## config.mk

```make
export PLATFORM = sky130hd
export DESIGN_NAME = gfx_regs
export DESIGN_NICKNAME = d
export VERILOG_FILES = /design/src/gfx_ctrl_pkg.sv /design/src/gfx_pixel_pkg.sv /design/src/gfx_regs.sv
export VERILOG_INCLUDE_DIRS = /design/src /design/src/include
export SDC_FILE = /design/constraint.sdc
export NUM_CORES = 1
export LEC_CHECK = 0
export ABC_AREA = 0
export BUFFER_PORTS_ARGS = -buffer_cell sky130_fd_sc_hd__buf_2
export CORE_MARGIN = 3
export CORE_UTILIZATION = 39
export DETAILED_ROUTE_END_ITERATION = 16
export PLACE_DENSITY = 0.92
export SKIP_CTS_REPAIR_TIMING = 1
export SLEW_MARGIN = 20
export SYNTH_ARGS = -nofsm -noshare
export SYNTH_HDL_FRONTEND = slang
export SYNTH_SLANG_ARGS = --single-unit
```

## constraint.sdc

```tcl
create_clock -name clk -period 2.7 [get_ports clk]
set_input_delay 0.405 -clock clk [delete_from_list [all_inputs] [get_ports clk]]
set_output_delay 0.405 -clock clk [all_outputs]
set_load 0.005 [all_outputs]
```

## src/include/gfx_defines.svh

```systemverilog
`ifndef GFX_DEFINES_SVH
`define GFX_DEFINES_SVH

// visible frame size in pixels
`define GFX_FB_WIDTH      16
`define GFX_FB_HEIGHT     12

// horizontal raster, clocks per line including blanking
`define GFX_H_TOTAL       20
`define GFX_H_SYNC_START  17
// exclusive end of the hsync window
`define GFX_H_SYNC_END    19

// vertical raster, lines per frame including blanking
`define GFX_V_TOTAL       14
`define GFX_V_SYNC_LINE   13

// 4 bits each of red, green, blue
`define GFX_PIXEL_BITS    12

// register byte offsets on the APB bus
`define GFX_REG_CTRL      8'h00
`define GFX_REG_FILL      8'h04
`define GFX_REG_STATUS    8'h08

`endif

```

## src/gfx_ctrl_pkg.sv

```systemverilog
`include "gfx_defines.svh"

package gfx_ctrl_pkg;

  typedef logic [7:0]  apb_addr_t;
  typedef logic [31:0] apb_data_t;

  // encoding 3 is reserved and renders as solid
  typedef logic [1:0] pattern_mode_t;

  localparam pattern_mode_t MODE_SOLID    = 2'd0;
  localparam pattern_mode_t MODE_GRADIENT = 2'd1;
  localparam pattern_mode_t MODE_CHECKER  = 2'd2;

  localparam apb_addr_t ADDR_CTRL   = `GFX_REG_CTRL;
  localparam apb_addr_t ADDR_FILL   = `GFX_REG_FILL;
  localparam apb_addr_t ADDR_STATUS = `GFX_REG_STATUS;

  typedef enum logic {
    GEN_IDLE,
    GEN_EMIT
  } gen_state_t;

  typedef enum logic [1:0] {
    DB_EMPTY,
    DB_DRAWING,
    DB_SWAP_WAIT,
    DB_SHOWING
  } dbuf_state_t;

endpackage

```

## src/gfx_pixel_pkg.sv

```systemverilog
`include "gfx_defines.svh"

package gfx_pixel_pkg;

  // red in [11:8], green in [7:4], blue in [3:0]
  typedef logic [`GFX_PIXEL_BITS-1:0] pixel_t;
  typedef logic [3:0] channel_t;

  // wide enough for the raster totals, not just the visible area
  typedef logic [4:0] coord_x_t;
  typedef logic [4:0] coord_y_t;

  // y * 16 + x
  typedef logic [7:0] fb_addr_t;

  localparam int unsigned FB_WIDTH  = `GFX_FB_WIDTH;
  localparam int unsigned FB_HEIGHT = `GFX_FB_HEIGHT;
  localparam int unsigned FB_PIXELS = FB_WIDTH * FB_HEIGHT;

endpackage

```

## src/gfx_regs.sv

```systemverilog
`timescale 1ns/1ps
`include "gfx_defines.svh"

module gfx_regs
  import gfx_ctrl_pkg::*;
  import gfx_pixel_pkg::*;
(
  input  logic          clk,
  input  logic          reset,
  input  logic          psel,
  input  logic          penable,
  input  logic          pwrite,
  input  apb_addr_t     paddr,
  input  apb_data_t     pwdata,
  input  logic          busy,
  input  logic          displaying,
  input  logic [7:0]    swap_count,
  output apb_data_t     prdata,
  output logic          pready,
  output logic          pslverr,
  output logic          draw_start,
  output pattern_mode_t mode,
  output pixel_t        fill_color
);

  logic access;
  logic wr_access;
  logic sel_ctrl;
  logic sel_fill;
  logic sel_status;
  logic mapped;

  // access phase of an APB transfer
  assign access    = psel & penable;
  assign wr_access = access & pwrite;

  assign sel_ctrl   = (paddr == ADDR_CTRL);
  assign sel_fill   = (paddr == ADDR_FILL);
  assign sel_status = (paddr == ADDR_STATUS);
  assign mapped     = sel_ctrl | sel_fill | sel_status;

  // no wait states
  assign pready = 1'b1;

  // STATUS is read only
  assign pslverr = access & (~mapped | (pwrite & sel_status));

  always_ff @(posedge clk) begin
    if (reset) begin
      mode       <= MODE_SOLID;
      fill_color <= '0;
      draw_start <= 1'b0;
    end else begin
      // draw request dropped while a frame is still in flight
      draw_start <= wr_access & sel_ctrl & pwdata[0] & ~busy;
      if (wr_access && sel_ctrl) begin
        mode <= pattern_mode_t'(pwdata[2:1]);
      end
      if (wr_access && sel_fill) begin
        fill_color <= pwdata[`GFX_PIXEL_BITS-1:0];
      end
    end
  end

  // draw bit is self clearing, so it reads back as 0
  always_comb begin
    prdata = '0;
    if (sel_ctrl) begin
      prdata[2:1] = mode;
    end else if (sel_fill) begin
      prdata[`GFX_PIXEL_BITS-1:0] = fill_color;
    end else if (sel_status) begin
      prdata[0]    = busy;
      prdata[1]    = displaying;
      prdata[15:8] = swap_count;
    end
  end

  // busy from the buffer controller must block a back-to-back draw
  draw_single_cycle: assert property (
    @(posedge clk) disable iff (reset)
    draw_start |=> !draw_start
  );

endmodule

```

### Yosys cells after proc, flatten, opt, wreduce, memory -nomap -nowiden

Cells that the tools add are included.

| operators by class | value |
|---|---|
| bitwise operators | 12 |
| multiplexer cells | 9 |
| equal/unequal tests | 2 |
| reductions and logical operators | 3 |

Operator list:

| operator | number |
|---|---|
| two-way mux 13 bit | 1 |
| equality test 8 x 3 -> 1 bit, second input constant | 1 |
| equality test 8 x 4 -> 1 bit, second input constant | 1 |
| zero test 8 bit | 1 |
| two-way mux 4 bit | 2 |
| two-way mux 8 bit | 1 |
| AND 1 bit | 7 |
| two-way mux 2 bit | 3 |
| two-way mux 6 bit | 1 |
| OR 1 bit | 3 |
| logical AND 1 bit | 2 |
| inverter 1 bit | 2 |
| two-way mux 1 bit | 1 |

| storage, ports and cells | value |
|---|---|
| word-level logic and storage cells | 29 |
| flip-flop bits (word level) | 15 |
| bits of input ports | 55 |
| output and inout bits | 49 |

### Longest topological paths before layout

Gate-level depths: netlist of run 1.

| depth | value |
|---|---|
| depth in word-level cells | 6 |
| gate-level depth with buffers | 5 |
| gate-level depth less buffers | 3 |

### Least setup slack after synthesis of run 1

OpenSTA, ideal clock, no wires.

| timing path | value |
|---|---|
| path kind | input port to output port |
| from | input port paddr[1] |
| to | output port prdata[2] |
| data arrival time | 1610 ps |
| data required time | 2295 ps |
| path buffers | 2 |
| cell stages on the path | 5 |
| setup slack | 685 ps |
| path through | or4_4 buf_6 or2_1 buf_6 nor3_1 |

| on the way | value |
|---|---|
| longest elaborated chain between the ends | 3 |
| elaborated cells on any way between the ends | 4 |
| classes of those cells | eq/ne: 1; mux: 2; reduce/logical: 1 |

RTL lines:

| what | RTL line | text |
|---|---|---|
| from (decl) | gfx_regs.sv:13 | `input apb_addr_t paddr,` |
| equality test 8 x 3 -> 1 bit | gfx_regs.sv:38 | `assign sel_fill = (paddr == ADDR_FILL);` |
| two-way mux 6 bit | gfx_regs.sv:70 | `end else if (sel_fill) begin` |
| two-way mux 2 bit (*) | gfx_regs.sv:68 | `if (sel_ctrl) begin` |
| to (decl) | gfx_regs.sv:18 | `output apb_data_t prdata,` |

Mark *: on every way between the ends. The rest lies on a longest branch, timed or not.

### Worst setup path after layout of run 1

Ends and elaborated chain as after synthesis.

==> flow_summary.yaml, run 1 <==
outcome:
  outcome: "completed"
route:
  drtIter0Drc: 61
  wire_per_inst_um: 13.7
  ant_nets: 0
  drtPass1Iterations: 4
  totalWireLength_um: 3020
  vias_per_cell: 5.28
  drc: 0
  num_vias: 1162
synth:
  synthTopCellsByArea: "dfxtp_1, buf_4, o31ai_1, nand4_1, a21oi_1"
  synth_top_area_cell: "dfxtp_1"
  ys_seq_elements: 15
  yosysUniqueCellTypes: 26
  seq_area_frac_synth: 0.281
  netlist_area_sq_um: 1070
  async_reset_ff_frac: 0
  synth_edf_count: 0
  yosysTopAreaCellShare: 0.281
  synthCells: 133
  dominantRegCellSynth: "dfxtp_1"
  synth_warnings: 0
  syn-mean-instance-area_sq_um: 8.03
finish:
  area_growth_pct: 25.5
  nets: 246
  utilization: 0.527
  drive_gt1_frac: 0.416
  insertedDiodeCount: 0
clock_network:
  clk_pin_slew_ns: 0.09
  numCtsBuffers: 3
  cts_tree: "done"
  clock_latency_ns: 0.29
  cts_max_path_buffers: 2
  cts_root_buf: "clkbuf_4"
  h-tree-depth: 1
  clock-sinks: 15
floorplan:
  die_area_sq_um: 3400
  die_x_um: 58.3
  io_pins: 104
  floorplan.rows: 18
  initial_utilization: 0.420
  die_h_um: 58.3
  core_sq_um: 2540
pwr:
  p_leak_nw: 0.657
  ir_drop_uv: 241
  power-per-cell-area_nw_per_um2: 316
sta:
  finalClockSkew_ns: 0
  hold_viol: 0
  tightest_slew_ns: 0.656
  rsz0062_at_grt: "no"
  setup_tns_ns: 0
  maxSlewViolCount: 0
  slew_headroom: 0.562
  fmax_ghz: 0.433
  finalSetupViolations: 0
  finalCritPeriodShare: 0.856
  timing.final.crit_period_ns: 2.31
global_routing:
  grt_pass1_wl_um: 4730
  grt_max_degree: 18
  antenna_found_initial: 0
  grt_usage: 0.176
  grt-ovfl-total: 0
  grt_pass1_vias: 1036
place:
  io_buffers: 66
  routabilityCongestion: 0.784
  dp_hpwl_um: 2220
critical_path:
  worstPathMaxFanout: 15
  startpoint_type: "primary input"
  end_kind: "output port"
  cp.arrival_ns: 1.91
  critPathKind: "in -> out"
  cp.required_ns: 2.30
hold_path:
  min_path_type: "in -> reg"
job:
  drv_cap: 0
[where the power goes]
part / internal, W / leakage (nW) / switching, W
clock network: 0.0000550 / 0.0177 / 0.0000758
logic: 0.0000281 / 0.519 / 0.0000430
registers: 0.000221 / 0.121 / 0.0000000542
total: 0.000304 / 0.657 / 0.000119
[synth_stat cells, types with 2 or more instances]
master    count
conb_1        2
nand4_1      12
and3_1       10
nand2b_1      4
nand2_1       3
nor2_1        7
mux2i_1       4
a21oi_1      14
buf_6         2
clkbuf_1      9
buf_2         2
buf_4        17
nor2b_1       2
or2_2         2
nor4_2        3
dfxtp_1      15
a22oi_1       5
o31ai_1      12
[critical path, cell delays in order]
cell and delay, ns:
buf_2 0.11, or4_4 0.65, or2_1 0.40, nor3_1 0.21, buf_2 0.14
[path summary, 6_finish.rpt]
check / start / endpoint / slack (ns) / cells past startpoint
worst max-delay path: paddr[1] / prdata[2] / 0.39 / 5
worst min-delay path: pwdata[3] / fill_color[3]$_SDFFE_PP0P_ / 0.36 / 3
worst max register to register: fill_color[1]$_SDFFE_PP0P_ / fill_color[1]$_SDFFE_PP0P_ / 2.03 / 2
worst min register to register: fill_color[4]$_SDFFE_PP0P_ / fill_color[4]$_SDFFE_PP0P_ / 0.49 / 2
[placed cells by master (no fill, tap or decap)]
cell / count
nand2b_1: 4
or4_4: 1
mux2i_1: 4
clkbuf_4: 3
or4b_1: 1
o31ai_1: 12
buf_4: 2
nor4_2: 3
a22oi_1: 5
nand2_1: 3
or2_2: 2
or2_1: 1
a21oi_1: 14
nand4_1: 12
dfxtp_1: 15
buf_2: 66
and3_1: 10
clkinv_2: 1
nand4b_1: 1
nor3_1: 1
nor4b_2: 1
o21ai_0: 1
nand3_1: 1
nor2_1: 7
conb_1: 17
nor2b_1: 2
[routing by layer]
metal | track usage | part of all wire | vias up
met5 | 0 | 0 | -
met4 | 0.0397 | 0.0063 | 0
met3 | 0.0417 | 0.086 | 4
met2 | 0.311 | 0.50 | 49
met1 | 0.217 | 0.41 | 537
li1 | - | - | 572
[state kept, by name, indices dropped and copies added, names as in the netlist]
| signal | flops |
|---|---|
| mode | 2 |
| fill_color | 12 |
| draw_start | 1 |
[logic make-up after synthesis]
family	synth area share
buffers and inverters	0.181
AOI/OAI and AO/OA	0.190
muxes	0.0375
DFF	0.281
and+or+nand+nor	0.303
other	0.00703
[layout make-up]
type	count	area (sq um)
fillers	273	1200
flip-flops and latches	15	300
clock buffers	3	22.5
well taps	30	37.5
repair buffers	68	345
clock inverters	1	5.00
multi-input cells	103	631
[per-stage QoR]
step | power (W) | hold WS, ns | area (sq um) | std cells | worst slack [ns]
2_1_floorplan | 0.000281 | 0.469 | 1120 | 148 | 0.685
3_3_place_gp | 0.000296 | 0.466 | 1310 | 216 | 0.393
3_5_place_dp | 0.000297 | 0.471 | 1310 | 216 | 0.380
4_1_cts | 0.000425 | 0.366 | 1340 | 220 | 0.380
5_1_grt | 0.000442 | 0.370 | 1340 | 220 | 0.319
6_report | 0.000423 | 0.364 | 1340 | 220 | 0.388
Power figures use the tool's default switching activity.
==> inputs of run 2 (changes only) <==
--- a/config.mk
+++ b/config.mk
@@ -6,10 +6,10 @@
 export SDC_FILE = /design/constraint.sdc
 export NUM_CORES = 1
 export LEC_CHECK = 0
-export ABC_AREA = 0
+export ABC_AREA = 1
 export BUFFER_PORTS_ARGS = -buffer_cell sky130_fd_sc_hd__buf_2
 export CORE_MARGIN = 3
-export CORE_UTILIZATION = 39
+export CORE_UTILIZATION = 40
 export DETAILED_ROUTE_END_ITERATION = 16
 export PLACE_DENSITY = 0.92
 export SKIP_CTS_REPAIR_TIMING = 1
==> constraint.sdc (replaced) <==
create_clock -name clk -period 2.7 [get_ports clk]
set_input_delay 0.54 -clock clk [delete_from_list [all_inputs] [get_ports clk]]
set_output_delay 0.54 -clock clk [all_outputs]
set_load 0.005 [all_outputs]
==> flow_summary.yaml, run 2 <==
sta:
  timing.final.crit_period_ns: 2.18
  fmax_ghz: 0.459
  rsz0062_at_grt: "no"
  finalSetupViolations: 0
  setup_tns_ns: 0
  hold_viol: 0
  finalClockSkew_ns: 0
  maxSlewViolCount: 0
  finalCritPeriodShare: 0.807
floorplan:
  floorplan.rows: 18
  core_sq_um: 2570
  die_area_sq_um: 3490
  io_pins: 104
  initial_utilization: 0.439
  die_x_um: 59.1
  die_h_um: 59.1
pwr:
  combPwrFrac: 0.165
  switchingPower_w: 0.000110
  p_seq_frac: 0.530
  ir_drop_uv: 283
  power-per-cell-area_nw_per_um2: 298
  p_clk_frac: 0.304
  p_leak_nw: 0.854
  p_sw_frac: 0.264
  p_int_w: 0.000307
clock_network:
  h-tree-depth: 1
  clk_pin_slew_ns: 0.08
  clock_latency_ns: 0.28
  numCtsBuffers: 3
  clock-sinks: 15
  cts_root_buf: "clkbuf_4"
  cts_tree: "done"
  cts_max_path_buffers: 2
synth:
  yosysUniqueCellTypes: 22
  synth_warnings: 0
  yosysTopAreaCellShare: 0.266
  dominantRegCellSynth: "dfxtp_1"
  synth_edf_count: 0
  synthCells: 177
  synthTopCellsByArea: "dfxtp_1, buf_4, nand2_1, nand3_1, nor2_1"
  ys_seq_elements: 15
  ys_top_cells_by_count: "nand2_1, nor2_1, inv_1"
  synth_top_area_cell: "dfxtp_1"
  seq_area_frac_synth: 0.266
  async_reset_ff_frac: 0
  synth.most_common_cell: "nand2_1"
  syn-mean-instance-area_sq_um: 6.37
  netlist_area_sq_um: 1130
finish:
  drive_gt1_frac: 0.360
  finalNonFillerCells: 269
  largestRegisters: "fill_color x12, mode x2, draw_start x1"
  final_common_cell: "buf_2"
  largest_reg_flops: 12
  area_growth_pct: 24.1
  stdcell_area_sq_um: 1400
  layout_common_cells: "buf_2, nand2_1, inv_1, nor2_1, nand3_1"
  insertedDiodeCount: 0
  multiInputGateArea_sq_um: 592
  nets: 295
  largest-register: "fill_color"
  n_fill_cell: 281
  regArea_sq_um: 300
route:
  wire_per_inst_um: 9.89
  drc: 0
  ant_nets: 0
  drtPass1Iterations: 4
  vias_per_cell: 4.41
  totalWireLength_um: 2660
  num_vias: 1187
  drtIter0Drc: 64
place:
  routabilityCongestion: 0.744
  post_dp_cell_area_sq_um: 1370
  numPlacedInstances: 265
  dp_hpwl_um: 2070
  io_buffers: 66
critical_path:
  crit_family: "simple AND/OR/NAND/NOR gates"
  startpoint_type: "primary input"
  crit_chain: "buf_2 -> nor2_2 -> nand2_4 -> nor2_8 -> inv_2 -> nor2_1 -> buf_2"
  r2r_slack_ns: 2.09
  cp.required_ns: 2.16
  end_kind: "output port"
  critPathKind: "in -> out"
  cp.arrival_ns: 1.64
  worstPathMaxFanout: 32
  cp_slowest_cell: "nor2_8"
  worst_path_largest_cell_delay_ns: 0.38
  cpMostUsedCell: "buf_2"
  worst-path-buf-inv: 3
global_routing:
  grt_usage: 0.153
  antenna_found_initial: 0
  grt_pass1_wl_um: 4160
  grt_pass1_vias: 987
  grt_max_degree: 33
  grt-ovfl-total: 0
job:
  drv_cap: 0
outcome:
  outcome: "completed"
hold_path:
  min_path_type: "reg -> reg"
## run 2: tightest hold or removal path: stages (launching register included)
cell	delay, ns
dfxtp_1	0.33
a21oi_2	0.09
nor2_1	0.04
## run 2: stage by stage
stage	hold WS (ns)	worst slack, ns	total power (W)	util
after detailed placement	0.495	0.520	0.000295	0.535
final	0.504	0.520	0.000417	0.545
after global placement	0.484	0.577	0.000293	0.535
after floorplan	0.497	0.956	0.000282	-
after global routing	0.548	0.425	0.000446	0.545
after CTS	0.508	0.517	0.000426	0.545
## run 2: worst paths after layout
check / from / cells after the start / endpoint
worst min register to register: fill_color[9]$_SDFFE_PP0P_ / 2 / fill_color[9]$_SDFFE_PP0P_
worst max register to register: fill_color[0]$_SDFFE_PP0P_ / 2 / fill_color[0]$_SDFFE_PP0P_
worst max-delay path: paddr[5] / 7 / prdata[4]
worst min-delay path: fill_color[9]$_SDFFE_PP0P_ / 2 / fill_color[9]$_SDFFE_PP0P_
## run 2: cell type report
cell class | count | area share
timing repair buffer | 67 | 0.242
inverter | 28 | 0.0751
sequential | 15 | 0.215
clock buffer | 4 | 0.0188
tap | 30 | 0.0268
multi-input combinational | 125 | 0.423
## run 2: power groups by stage
stage               Combinational [W]  Sequential [W]  Clock [W]
floorplan                   0.0000560        0.000226          0
global placement            0.0000668        0.000226          0
detailed placement          0.0000686        0.000226          0
CTS                         0.0000688        0.000221   0.000135
global route                0.0000792        0.000221   0.000146
finish                      0.0000690        0.000221   0.000127
## run 2: cell families (layout without fill, tap and decap cells)
kind of cell,Yosys count,count (layout),synth area share
compound gates,17,17,0.0843
buf+inv,52,99,0.261
flops,15,15,0.266
other cells,2,17,0.00666
simple gates,91,91,0.382
## run 2: per-layer routing
layer	up-vias	part of all wire	global-route usage
li1	629	-	-
met1	511	0.40	0.179
met2	45	0.51	0.273
met3	2	0.089	0.0501
met4	0	0.0038	0.0291
met5	-	0	0
==> inputs of run 3 (changes only) <==
--- a/config.mk
+++ b/config.mk
@@ -9,9 +9,9 @@
 export ABC_AREA = 1
 export BUFFER_PORTS_ARGS = -buffer_cell sky130_fd_sc_hd__buf_2
 export CORE_MARGIN = 3
-export CORE_UTILIZATION = 40
+export CORE_UTILIZATION = 37
 export DETAILED_ROUTE_END_ITERATION = 16
-export PLACE_DENSITY = 0.92
+export PLACE_DENSITY = 0.86
 export SKIP_CTS_REPAIR_TIMING = 1
 export SLEW_MARGIN = 20
 export SYNTH_ARGS = -nofsm -noshare
==> constraint.sdc (replaced) <==
create_clock -name clk -period 2.2 [get_ports clk]
set_input_delay 0.44 -clock clk [delete_from_list [all_inputs] [get_ports clk]]
set_output_delay 0.44 -clock clk [all_outputs]
set_load 0.005 [all_outputs]
==> flow_summary.yaml, run 3 (synthesized netlist as in run 2, its figures left out) <==
outcome:
  outcome: "completed"
finish:
  insertedDiodeCount: 0
  largest_reg_flops: 12
  nets: 296
  largestRegisters: "fill_color x12, mode x2, draw_start x1"
  n_fill_cell: 319
  drive_gt1_frac: 0.367
  largest-register: "fill_color"
  layout_common_cells: "buf_2, nand2_1, inv_1, nor2_1, nand3_1"
  utilization: 0.498
  final_common_cell: "buf_2"
  area_growth_pct: 25.0
critical_path:
  startpoint_type: "primary input"
  end_kind: "output port"
  cp_slowest_cell: "nor2_8"
  critPathKind: "in -> out"
  cp.arrival_ns: 1.40
  worst_path_largest_cell_delay_ns: 0.28
  cp.required_ns: 1.76
  crit_chain: "buf_2 -> nor2_2 -> nand2_2 -> nor2_8 -> inv_2 -> nor2_1 -> buf_2"
  cpMostUsedCell: "buf_2"
  worstPathMaxFanout: 23
sta:
  finalWorstSetupSlack_ns: 0.359
  hold_viol: 0
  rsz0062_at_grt: "no"
  finalClockSkew_ns: 0
  maxSlewViolCount: 0
  finalSetupViolations: 0
  setup_tns_ns: 0
  finalCritPeriodShare: 0.837
  timing.final.crit_period_ns: 1.84
  fmax_ghz: 0.543
global_routing:
  grt_pass1_wl_um: 3790
  grt_max_degree: 30
  grt_pass1_vias: 889
  antenna_found_initial: 0
  grt-ovfl-total: 0
  grt_usage: 0.131
clock_network:
  cts_tree: "done"
  cts_root_buf: "clkbuf_4"
  numCtsBuffers: 3
  clock_latency_ns: 0.28
  h-tree-depth: 1
  clk_pin_slew_ns: 0.09
  clock-sinks: 15
  cts_max_path_buffers: 2
place:
  dp_slack_ns: 0.342
  routabilityCongestion: 0.746
  io_buffers: 66
  dp_hpwl_um: 2010
job:
  drv_cap: 0
floorplan:
  die_area_sq_um: 3750
  floorplan.rows: 19
  core_sq_um: 2830
  io_pins: 104
  die_h_um: 61.2
  die_x_um: 61.2
  initial_utilization: 0.398
route:
  vias_per_cell: 4.31
  ant_nets: 0
  totalWireLength_um: 2560
  drtPass1Iterations: 4
  drtIter0Drc: 36
  num_vias: 1168
  drc: 0
  wire_per_inst_um: 9.46
pwr:
  ir_drop_uv: 204
  power-per-cell-area_nw_per_um2: 366
  p_leak_nw: 0.862
  totalPowerFinal_w: 0.000516
hold_path:
  min_path_type: "in -> reg"
==> run 3: metal layers <==
| metal | vias to the layer above | wire length, um | GRT usage |
|---|---|---|---|
| li1 | 631 | - | - |
| met1 | 490 | 1130 | 0.163 |
| met2 | 45 | 1240 | 0.228 |
| met3 | 2 | 181 | 0.0210 |
| met4 | 0 | 13 | 0.0464 |
| met5 | - | 0 | 0 |
==> run 3: where the power goes <==
group	internal, W	total, W	switching [W]	leakage, nW
Clock	0.0000674	0.000160	0.0000925	0.0177
Sequential	0.000271	0.000272	0.000000124	0.121
Combinational	0.0000350	0.0000841	0.0000491	0.724
Total	0.000374	0.000516	0.000142	0.862
==> run 3: cell type report <==
class                   count  area, sq um  area share
multi-input cells         125          592       0.420
well taps                  31         38.8      0.0275
repair buffers             68          345       0.245
clock buffers               3         22.5      0.0160
inverters                  28          105      0.0746
flip-flops and latches     15          300       0.213
clock inverters             1         5.00     0.00355
==> run 3: critical path, delay by kind of cell <==
kind,cells,cell delay (ns)
buffers and inverters,3,0.32
and+or+nand+nor,4,0.63
==> run 3: stage by stage <==
stage / instance area (sq um) / hold slack (ns) / std cells
final: 1410 / 0.463 / 271
after global routing: 1410 / 0.481 / 271
after CTS: 1410 / 0.461 / 271
after detailed placement: 1380 / 0.494 / 267
after global placement: 1380 / 0.489 / 267
after floorplan: 1180 / 0.497 / 192
==> run 3: worst paths after layout <==
path                                    from                          end  slack [ns]  cells after the start
setup / recovery                    paddr[1]                    prdata[5]        0.36                      7
hold reg to reg   fill_color[9]$_SDFFE_PP0P_   fill_color[9]$_SDFFE_PP0P_        0.51                      2
hold / removal                    pwdata[11]  fill_color[11]$_SDFFE_PP0P_        0.46                      5
setup reg to reg  fill_color[7]$_SDFFE_PP0P_   fill_color[7]$_SDFFE_PP0P_        1.59                      2
